### config.mk
export PLATFORM = sky130hd
export DESIGN_NAME = exec_top
export DESIGN_NICKNAME = d
export VERILOG_FILES = /design/src/exec_pkg.sv /design/src/exec_regfile.sv /design/src/exec_decode.sv /design/src/exec_id_ex_reg.sv /design/src/exec_alu_stage.sv /design/src/exec_top.sv
export VERILOG_INCLUDE_DIRS = /design/src
export SDC_FILE = /design/constraint.sdc
export NUM_CORES = 2
export LEC_CHECK = 0
export BUFFER_PORTS_ARGS = -buffer_cell sky130_fd_sc_hd__buf_4
export CORE_ASPECT_RATIO = 0.75
export CORE_UTILIZATION = 35
export DETAILED_ROUTE_END_ITERATION = 8
export PLACE_DENSITY = 0.59
export SYNTH_ARGS = -nofsm -noshare
export SYNTH_HDL_FRONTEND = slang
export SYNTH_HIERARCHICAL = 1
export SYNTH_SLANG_ARGS = --single-unit
### constraint.sdc
create_clock -name clk -period 5.1 [get_ports clk]
set_input_delay 1.02 -clock clk [delete_from_list [all_inputs] [get_ports clk]]
set_output_delay 1.02 -clock clk [all_outputs]
set_load 0.01 [all_outputs]
### src/exec_defines.svh
// Shared widths and instruction encodings for the execute-stage slice.
// Covers data width, register count and the opcode and function field values.

`ifndef EXEC_DEFINES_SVH
`define EXEC_DEFINES_SVH

// Datapath and register file sizing.
`define EXEC_XLEN      32   // Width of every data word.
`define EXEC_NREGS     32   // Number of architectural registers.
`define EXEC_RADDR_W   5    // Bits needed to name one register.

// Opcode field values in bits 31 to 26 of the instruction.
`define EXEC_OP_RTYPE  6'h00  // All R-type ops share this opcode.
`define EXEC_OP_ADDI   6'h08  // Add immediate.

// Function field values in bits 5 to 0 of an R-type instruction.
`define EXEC_FN_ADD    6'h20
`define EXEC_FN_SUB    6'h22
`define EXEC_FN_AND    6'h24
`define EXEC_FN_OR     6'h25
`define EXEC_FN_SLT    6'h2a  // Signed set-less-than.

`endif

### src/exec_pkg.sv
// Types shared across the execute-stage slice.
// Holds the opcode and ALU enums, the ID/EX bundle and the write-back bundle.

`default_nettype none

`include "exec_defines.svh"

package exec_pkg;

  // ~~~~~~~~~~~~~~~~~~~~~~~~~~~~~~~~~~~~~~~~
  // Enumerations.
  // ~~~~~~~~~~~~~~~~~~~~~~~~~~~~~~~~~~~~~~~~

  // Primary opcode. Anything outside these two is treated as a no-op.
  typedef enum logic [5:0] {
    OP_RTYPE = `EXEC_OP_RTYPE,
    OP_ADDI  = `EXEC_OP_ADDI
  } opcode_e;

  // Operation the execute stage performs.
  typedef enum logic [2:0] {
    ALU_ADD = 3'd0,  // Also the value a bubble carries.
    ALU_SUB = 3'd1,
    ALU_AND = 3'd2,
    ALU_OR  = 3'd3,
    ALU_SLT = 3'd4
  } alu_op_e;

  // ~~~~~~~~~~~~~~~~~~~~~~~~~~~~~~~~~~~~~~~~
  // Pipeline bundles.
  // ~~~~~~~~~~~~~~~~~~~~~~~~~~~~~~~~~~~~~~~~

  // Decoded instruction as it travels from ID into EX. All zeros is a bubble.
  typedef struct packed {
    logic                       reg_write;  // Result goes to the register file.
    alu_op_e                    alu_op;
    logic                       alu_src;    // Second operand is the immediate.
    logic                       reg_dst;    // Destination is rd, not rt.
    logic [`EXEC_RADDR_W-1:0]   rs;
    logic [`EXEC_RADDR_W-1:0]   rt;
    logic [`EXEC_RADDR_W-1:0]   rd;
    logic [`EXEC_XLEN-1:0]      rd1;        // Value read for rs.
    logic [`EXEC_XLEN-1:0]      rd2;        // Value read for rt.
    logic [`EXEC_XLEN-1:0]      sign_imm;
  } id_ex_t;

  // Result leaving the EX/WB register.
  typedef struct packed {
    logic                       valid;
    logic [`EXEC_RADDR_W-1:0]   dest;
    logic [`EXEC_XLEN-1:0]      data;
  } wb_t;

endpackage

`default_nettype wire

### src/exec_regfile.sv
// Register file for the execute-stage slice.
// Two combinational read ports, one write port fed by write-back,
// write-through bypass, and r0 fixed at zero.

`default_nettype none

`include "exec_defines.svh"

module exec_regfile (
  input  logic                      clk,
  input  logic                      arst_n,
  input  logic [`EXEC_RADDR_W-1:0]  ra1,
  input  logic [`EXEC_RADDR_W-1:0]  ra2,
  output logic [`EXEC_XLEN-1:0]     rd1,
  output logic [`EXEC_XLEN-1:0]     rd2,
  input  exec_pkg::wb_t             wb
);

  logic [`EXEC_XLEN-1:0] regs [`EXEC_NREGS];  // The architectural registers.
  logic                  we;                  // Write strobe from write-back.

  // r0 is never written, so it keeps the zero it got at reset.
  assign we = wb.valid && (wb.dest != '0);

  always_ff @(posedge clk or negedge arst_n) begin
    if (!arst_n) begin
      for (int i = 0; i < `EXEC_NREGS; i++) begin
        regs[i] <= '0;  // The machine starts with every register cleared.
      end
    end else if (we) begin
      regs[wb.dest] <= wb.data;
    end
  end

  // A value being written this cycle is passed straight to a matching read.
  assign rd1 = (ra1 == '0) ? '0 : (we && (wb.dest == ra1)) ? wb.data : regs[ra1];
  assign rd2 = (ra2 == '0) ? '0 : (we && (wb.dest == ra2)) ? wb.data : regs[ra2];

endmodule

`default_nettype wire

### src/exec_decode.sv
// Instruction intake and decode.
// Contains the Wishbone classic slave that accepts instruction words and
// the decoder that turns the latched word into an ID/EX bundle.

`default_nettype none

`include "exec_defines.svh"

module exec_decode (
  input  logic                      clk,
  input  logic                      arst_n,
  input  logic                      wb_cyc,
  input  logic                      wb_stb,
  input  logic                      wb_we,
  input  logic [`EXEC_XLEN-1:0]     wb_dat_w,
  output logic                      wb_ack,
  output logic [`EXEC_XLEN-1:0]     wb_dat_r,
  output logic [`EXEC_RADDR_W-1:0]  ra1,
  output logic [`EXEC_RADDR_W-1:0]  ra2,
  input  logic [`EXEC_XLEN-1:0]     rd1,
  input  logic [`EXEC_XLEN-1:0]     rd2,
  output exec_pkg::id_ex_t          id_bundle,
  output logic                      id_valid
);

  import exec_pkg::*;

  logic                  take;     // A new bus cycle is accepted this edge.
  logic                  fresh;    // instr_q holds a word not yet passed to ID/EX.
  logic [`EXEC_XLEN-1:0] instr_q;  // Last word written over the bus.
  opcode_e               opcode;

  // ~~~~~~~~~~~~~~~~~~~~~~~~~~~~~~~~~~~~~~~~
  // Wishbone classic slave.
  // ~~~~~~~~~~~~~~~~~~~~~~~~~~~~~~~~~~~~~~~~

  assign take = wb_cyc && wb_stb && !wb_ack;  // Ack low keeps one ack per cycle.

  always_ff @(posedge clk or negedge arst_n) begin
    if (!arst_n) begin
      wb_ack <= 1'b0;
      fresh  <= 1'b0;
    end else begin
      wb_ack <= take;            // High for exactly one cycle.
      fresh  <= take && wb_we;   // Reads are acked but issue nothing.
    end
  end

  always_ff @(posedge clk) begin
    if (take && wb_we) begin
      instr_q <= wb_dat_w;
    end
  end

  assign wb_dat_r = '0;  // There is nothing readable behind this slave.
  assign id_valid = fresh;

  // ~~~~~~~~~~~~~~~~~~~~~~~~~~~~~~~~~~~~~~~~
  // Decoder.
  // ~~~~~~~~~~~~~~~~~~~~~~~~~~~~~~~~~~~~~~~~

  assign opcode = opcode_e'(instr_q[31:26]);
  assign ra1    = instr_q[25:21];  // rs.
  assign ra2    = instr_q[20:16];  // rt.

  always_comb begin
    id_bundle          = '0;
    id_bundle.rs       = instr_q[25:21];
    id_bundle.rt       = instr_q[20:16];
    id_bundle.rd       = instr_q[15:11];
    id_bundle.rd1      = rd1;
    id_bundle.rd2      = rd2;
    id_bundle.sign_imm = {{(`EXEC_XLEN-16){instr_q[15]}}, instr_q[15:0]};
    case (opcode)
      OP_RTYPE: begin
        id_bundle.reg_dst   = 1'b1;  // R-type writes rd.
        id_bundle.reg_write = 1'b1;
        case (instr_q[5:0])
          `EXEC_FN_ADD: id_bundle.alu_op = ALU_ADD;
          `EXEC_FN_SUB: id_bundle.alu_op = ALU_SUB;
          `EXEC_FN_AND: id_bundle.alu_op = ALU_AND;
          `EXEC_FN_OR:  id_bundle.alu_op = ALU_OR;
          `EXEC_FN_SLT: id_bundle.alu_op = ALU_SLT;
          default:      id_bundle.reg_write = 1'b0;  // Unknown funct is a no-op.
        endcase
      end
      OP_ADDI: begin
        id_bundle.reg_write = 1'b1;
        id_bundle.alu_src   = 1'b1;  // Immediate replaces rt's value.
        id_bundle.alu_op    = ALU_ADD;
      end
      default: id_bundle.reg_write = 1'b0;  // Unknown opcodes write nothing.
    endcase
  end

endmodule

`default_nettype wire

### src/exec_id_ex_reg.sv
// ID/EX pipeline register.
// Holds one decoded bundle and falls back to a bubble when decode
// has nothing new to offer.

`default_nettype none

module exec_id_ex_reg (
  input  logic             clk,
  input  logic             arst_n,
  input  logic             id_valid,   // Decode holds a freshly accepted word.
  input  exec_pkg::id_ex_t id_bundle,  // Bundle built by decode this cycle.
  output exec_pkg::id_ex_t ex_bundle   // Bundle seen by the execute stage.
);

  // ~~~~~~~~~~~~~~~~~~~~~~~~~~~~~~~~~~~~~~~~
  // Stage register.
  // ~~~~~~~~~~~~~~~~~~~~~~~~~~~~~~~~~~~~~~~~

  // A bubble is the all-zero bundle. It has reg_write low, so whatever
  // the ALU makes of it never reaches the register file.
  //
  // Decode presents the same word for only one cycle after the bus ack.
  // Loading it once and then clearing keeps each instruction from
  // executing twice while the bus is idle.

  always_ff @(posedge clk or negedge arst_n) begin
    if (!arst_n) begin
      ex_bundle <= '0;          // Start out empty.
    end else if (!id_valid) begin
      ex_bundle <= '0;          // Nothing accepted, insert a bubble.
    end else begin
      ex_bundle <= id_bundle;   // Advance the decoded instruction.
    end
  end

  // Operand values are captured here together with their control bits.
  // Any write that lands in the register file after this edge is
  // covered by the forwarding path in the execute stage.

  // There is no stall input. With no load-use or branch hazards in this
  // slice, the register always advances on every edge.

endmodule

`default_nettype wire

### src/exec_alu_stage.sv
// Execute stage.
// Forwarding from the EX/WB register, operand selection, the ALU
// and the EX/WB register that drives the write-back bundle.

`default_nettype none

`include "exec_defines.svh"

module exec_alu_stage (
  input  logic             clk,
  input  logic             arst_n,
  input  exec_pkg::id_ex_t ex_bundle,
  output exec_pkg::wb_t    wb
);

  import exec_pkg::*;

  logic [`EXEC_XLEN-1:0]    src_a;    // rs value after forwarding.
  logic [`EXEC_XLEN-1:0]    fwd_b;    // rt value after forwarding.
  logic [`EXEC_XLEN-1:0]    src_b;    // Second ALU input.
  logic [`EXEC_XLEN-1:0]    result;
  logic [`EXEC_RADDR_W-1:0] dest;

  // ~~~~~~~~~~~~~~~~~~~~~~~~~~~~~~~~~~~~~~~~
  // Operand selection.
  // ~~~~~~~~~~~~~~~~~~~~~~~~~~~~~~~~~~~~~~~~

  // The older instruction in EX/WB may target a register that this one
  // read too early. Its result overrides the stale value.
  always_comb begin
    src_a = ex_bundle.rd1;
    fwd_b = ex_bundle.rd2;
    if (wb.valid && (wb.dest != '0) && (wb.dest == ex_bundle.rs)) src_a = wb.data;
    if (wb.valid && (wb.dest != '0) && (wb.dest == ex_bundle.rt)) fwd_b = wb.data;
  end

  assign src_b = ex_bundle.alu_src ? ex_bundle.sign_imm : fwd_b;
  assign dest  = ex_bundle.reg_dst ? ex_bundle.rd : ex_bundle.rt;

  // ~~~~~~~~~~~~~~~~~~~~~~~~~~~~~~~~~~~~~~~~
  // ALU and EX/WB register.
  // ~~~~~~~~~~~~~~~~~~~~~~~~~~~~~~~~~~~~~~~~

  always_comb begin
    case (ex_bundle.alu_op)
      ALU_ADD: result = src_a + src_b;
      ALU_SUB: result = src_a - src_b;
      ALU_AND: result = src_a & src_b;
      ALU_OR:  result = src_a | src_b;
      ALU_SLT: result = {{(`EXEC_XLEN-1){1'b0}}, $signed(src_a) < $signed(src_b)};
      default: result = '0;  // Not produced by decode.
    endcase
  end

  always_ff @(posedge clk or negedge arst_n) begin
    if (!arst_n) begin
      wb <= '0;
    end else begin
      wb.valid <= ex_bundle.reg_write && (dest != '0);  // r0 writes are dropped.
      wb.dest  <= dest;
      wb.data  <= result;
    end
  end

endmodule

`default_nettype wire

### src/exec_top.sv
// Top level of the execute-stage slice.
// Connects the bus slave and decoder, the register file, the ID/EX
// register and the execute stage, and exposes the write-back port.

`default_nettype none

`include "exec_defines.svh"

module exec_top (
  input  logic                      clk,
  input  logic                      arst_n,
  input  logic                      wb_cyc,
  input  logic                      wb_stb,
  input  logic                      wb_we,
  input  logic [`EXEC_XLEN-1:0]     wb_dat_w,
  output logic                      wb_ack,
  output logic [`EXEC_XLEN-1:0]     wb_dat_r,
  output logic                      wb_valid,
  output logic [`EXEC_RADDR_W-1:0]  wb_dest,
  output logic [`EXEC_XLEN-1:0]     wb_data
);

  import exec_pkg::*;

  logic [`EXEC_RADDR_W-1:0] ra1, ra2;   // Read addresses from decode.
  logic [`EXEC_XLEN-1:0]    rd1, rd2;   // Read data back to decode.
  id_ex_t                   id_bundle;
  logic                     id_valid;
  id_ex_t                   ex_bundle;
  wb_t                      wb_bundle;  // Feeds the register file and the ports.

  exec_decode u_decode (
    .clk, .arst_n, .wb_cyc, .wb_stb, .wb_we, .wb_dat_w, .wb_ack, .wb_dat_r,
    .ra1, .ra2, .rd1, .rd2, .id_bundle, .id_valid
  );

  exec_regfile u_regfile (
    .clk, .arst_n, .ra1, .ra2, .rd1, .rd2, .wb(wb_bundle)
  );

  exec_id_ex_reg u_id_ex (
    .clk, .arst_n, .id_valid, .id_bundle, .ex_bundle
  );

  exec_alu_stage u_alu (
    .clk, .arst_n, .ex_bundle, .wb(wb_bundle)
  );

  assign wb_valid = wb_bundle.valid;
  assign wb_dest  = wb_bundle.dest;
  assign wb_data  = wb_bundle.data;

endmodule

`default_nettype wire

==> results by group <==
Worst setup path
  • CP endpoint kind: flip-flop
  • Setup Crit Path Kind: reg2reg
  • Reg-to-reg setup timing slack: 0.29 ns
  • Largest delay share family, worst path: compound AO/OA/AOI/OAI gates
  • Max stage delay on crit path: just over 0.6 ns
  • Worst EP arrival: between 5 and 6 ns
  • Worst R2R End: u_alu/wb[28]$_DFF_PN0_
  • CP bufs+invs: 4
  • Crit-path cells: buf_4, xnor2_1, nand3_1, nor4_2, buf_4, buf_4, buf_4, mux2i_1, o21ai_0, ha_1, o21ai_0, a2111oi_1, o31ai_1, a21oi_1, a41o_1, o31a_1, a41oi_1, xnor2_1, o22ai_1
  • Crit path required time: about 5.7 ns
  • Max Fanout on Critical Path: 13
  • WP depth: 19
  • Critical Path Slowest Stage Cell: a2111oi_1
  • Worst Setup Start Kind: flip-flop
  • R2R cell count: 19
  • Worst path most repeated cell: buf_4
  • R2R Path Start: u_alu/wb[35]$_DFF_PN0_

Synthesis
  • YS warnings: 6
  • Mapped Cells: 5,278
  • Synth Area per Inst: 12.9 um2
  • Synth area leader: dfrtp_1
  • EDFF count, synth: 32
  • Netlist cell types: 84
  • Synth top area cells: dfrtp_1 (43%), mux2_2 (18%), mux4_2 (13%)
  • Ys flop type: dfrtp_1
  • Top-area cell type share of the netlist area: 43.4%
  • Sequential-to-total area share from yosys stat: 44.8%
  • Async set or reset register ratio after synthesis: 97.4%
  • Yosys reg bits: 1,213
  • Netlist area before placement: between 60,000 and 70,000 um2

Detailed routing
  • Routed vias/inst: 6.18
  • DR DRC count: 0
  • Drt first pass iters: 6
  • Final ANT Viol Nets: 0
  • Via count: about 48,000
  • Wire per inst: 31.5 um
  • 1st-iter DRT viols: ~6,000
  • Routed wire length: 243 mm

Clock network
  • CTS Root Cell: clkbuf_16
  • CTS max path bufs: 3
  • Htree depth: 3
  • Worst skew pair latency: 0.77 ns
  • CTS tree: done
  • Clock Pin Slew Worst Setup and Hold Paths: about 0.07 ns
  • Clock sink count: 1,213
  • CTS buffer count: 117

Timing
  • Final period util: 94.2%
  • Slew Viols, Final: 0
  • Slew @ Worst Pin: 1.29 ns
  • Unrepaired setup endpoints after global routing: no
  • Worst clock skew: 0.0331 ns
  • Final number of setup-violating endpoints: 0
  • Tmin final: 4.81 ns
  • Rel. slew slack: approximately 14%
  • Final hold slack: 0.218 ns
  • Max Fclk: roughly 0.21 GHz
  • Final Hold Fails: 0

Floorplan
  • Die Y: 384 um
  • Initial Util: 35.4%
  • CORE AREA: 192,000 um2
  • Standard-cell rows: 139
  • Die area: 196,000 um2
  • Die W: about 500 um
  • Boundary pin count: 108

GRT
  • GRT Total Usage: 24.3%
  • Total gr overflow: 0
  • Antenna violations before repair: 11
  • Pin count of the biggest net entering global routing: 131
  • First-pass GRT wire length: 349 mm
  • Vias in the first global route: roughly 47,000

Place
  • DP HPWL: 148 mm
  • Port-buffer cells: 75
  • Final RePlAce weighted congestion: 0.903

Power
  • PnR Total Power: 19.9 mW
  • Leakage power: approximately 34 nW
  • Clock power share: 46.0%
  • NetSw: roughly 4.8 mW
  • Net Sw Frac: approximately a quarter
  • Pwr Density: 266 nW/um2
  • Combinational power share: 5.2%
  • Worst IR Drop VDD: roughly 0.27 mV
  • Int Power: 15.1 mW
  • Reg power frac: 48.9%

Job
  • Max-cap viol count: 0

Layout
  • Post-layout util: 39.0%
  • # fillers: 18,100
  • Syn-to-layout area delta: 10.1%
  • Share of cells above drive strength 1: between 30 and 40%
  • Nets@finish: 5,224

Outcome
  • Outcome: completed

Min path
  • Worst min-delay path class: in2async
==> layout by cell type, fill, tap and decap left out, types with 15 or more instances in the layout <==
master,synthesis,final
buf_4,182,278
a221oi_1,38,38
xor2_1,15,15
a221o_1,39,39
conb_1,1,32
buf_12,0,37
ha_1,105,103
nand2_2,0,16
nor2_4,0,17
clkbuf_1,301,25
o221ai_1,67,67
o22ai_1,39,39
mux2_2,1064,1064
inv_1,101,100
nor4_1,20,17
clkbuf_16,0,119
a22oi_1,45,45
a211oi_1,34,32
and2_1,122,121
o31ai_1,22,20
dfrtp_1,1181,1178
mux4_2,391,391
nor2_1,177,158
nor3_1,43,43
clkbuf_8,0,20
nand2_1,198,182
xnor2_1,29,29
edfxtp_1,32,32
mux2i_1,276,276
a21oi_1,149,148
clkinv_2,0,19
o211ai_1,18,18
a31oi_1,20,18
a32o_1,33,33
nand3_1,49,49
nor2b_1,23,19
o21ai_0,106,99
==> power by group through the flow <==
stage,clock network (mW),registers (mW),logic [mW]
6_report,9.16,9.73,1.03
5_1_grt,9.68,9.72,1.10
4_1_cts,9.30,9.73,1.01
3_5_place_dp,0,9.91,1.01
3_3_place_gp,0,9.91,1.00
2_1_floorplan,0,9.89,0.529
==> state kept, by name, summed over array words and instances, names as in the netlist <==
name	cells
u_regfile/regs	1024
u_id_ex/ex_bundle	117
u_alu/wb	38
u_decode/instr_q	32
u_decode/id_valid	1
u_decode/wb_ack	1
==> repair_timing <==
action,in CTS,in global routing
pin swaps,0,1
gates cloned,0,0
hold buffers,0,0
endpoints found under the setup margin,4,18
resized for setup,1,19
setup buffers,0,2
==> synth_stat cells (7+ instances only) <==
library cell,count
o31ai_1,22
o221ai_1,67
o21bai_1,12
a21o_1,8
edfxtp_1,32
nand2b_1,12
a211oi_1,34
xnor2_1,29
a31oi_1,20
nor3b_1,7
nor4_1,20
o2111ai_1,7
o211ai_1,18
nor2_1,177
clkbuf_1,301
nand2_1,198
o22a_1,9
a221o_1,39
inv_1,101
a221oi_1,38
o21ai_0,106
ha_1,105
mux4_2,391
and3_1,12
a22o_1,10
nand3_1,49
nor3_1,43
a32o_1,33
buf_4,182
mux2i_1,276
buf_2,91
or3_1,8
buf_1,62
mux2_2,1064
nand3b_1,8
a21oi_1,149
dfrtp_1,1181
a22oi_1,45
nand4_1,12
buf_6,28
xor2_1,15
nor2b_1,23
and2_1,122
o22ai_1,39
==> cells by family (layout without fill, tap and decap cells) <==
group                      Yosys count  after routing  share of synthesized area, %
AOI/OAI and AO/OA                  695            695                          7.19
xor gates and xnor gates            44             44                         0.566
adders and majority gates          107            107                          1.99
buffers and inverters              768            633                          5.71
DFF                               1213           1213                          44.8
muxes                             1731           1731                          34.6
other                                1             34                       0.00550
and+or+nand+nor                    719            719                          5.19
==> final cells by class <==
| class | instances | area (um2) | share of cell area (%) |
|---|---|---|---|
| antenna | 2 | 5.00 | 0.00667 |
| timing repair buffer | 316 | 2840 | 3.79 |
| sequential | 1213 | 30500 | 40.7 |
| inverter | 104 | 390 | 0.521 |
| clock buffer | 164 | 3350 | 4.46 |
| tap | 2538 | 3180 | 4.23 |
| clock inverter | 49 | 584 | 0.779 |
| multi-input combinational | 3328 | 34100 | 45.5 |
==> routing by layer <==
metal / track usage (%) / share of wire [%] / vias to the layer above / routed length (um)
met5: 0 / 0.0095 / - / 23
met4: 8.91 / 4.0 / 4 / 9810
met3: 5.43 / 9.7 / 518 / 23500
met2: 35.0 / 42 / 2532 / 103000
met1: 35.5 / 44 / 25500 / 107000
li1: - / - / 19100 / -
==> stage by stage <==
stage / instances / setup TNS, ns / worst slack (ns) / instance area, um2
after global placement: 7497 / -0.113 / -0.113 / 71000
after detailed placement: 7497 / -0.349 / -0.229 / 71000
after global routing: 7713 / 0 / 0.00848 / 75000
after CTS: 7710 / 0 / 0.0277 / 74900
final: 7714 / 0 / 0.294 / 75000
after floorplan: 5309 / 0 / 0.540 / 68300
==> worst register-to-register path, delay by kind of cell (launching register included) <==
kind | cells | cell delay, ns
simple gates | 2 | 0.35
flops | 1 | 0.38
compound gates | 9 | 2.03
buf+inv | 4 | 0.92
mux | 1 | 0.23
xor+xnor | 2 | 0.33
fa+ha+maj | 1 | 0.40
==> how the worst max path moves through the flow <==
stage / start / endpoint / slack (ns)
floorplan: u_alu/wb[33]$_DFF_PN0_ / u_alu/wb[25]$_DFF_PN0_ / 0.54
finish: u_alu/wb[35]$_DFF_PN0_ / u_alu/wb[28]$_DFF_PN0_ / 0.29
global route: u_alu/wb[36]$_DFF_PN0_ / u_alu/wb[20]$_DFF_PN0_ / 0.008
global placement: u_alu/wb[36]$_DFF_PN0_ / u_alu/wb[30]$_DFF_PN0_ / -0.11
detailed placement: u_alu/wb[36]$_DFF_PN0_ / u_alu/wb[30]$_DFF_PN0_ / -0.23
CTS: u_alu/wb[36]$_DFF_PN0_ / u_alu/wb[30]$_DFF_PN0_ / 0.03
Note: power is estimated with default switching activity, not from simulation.
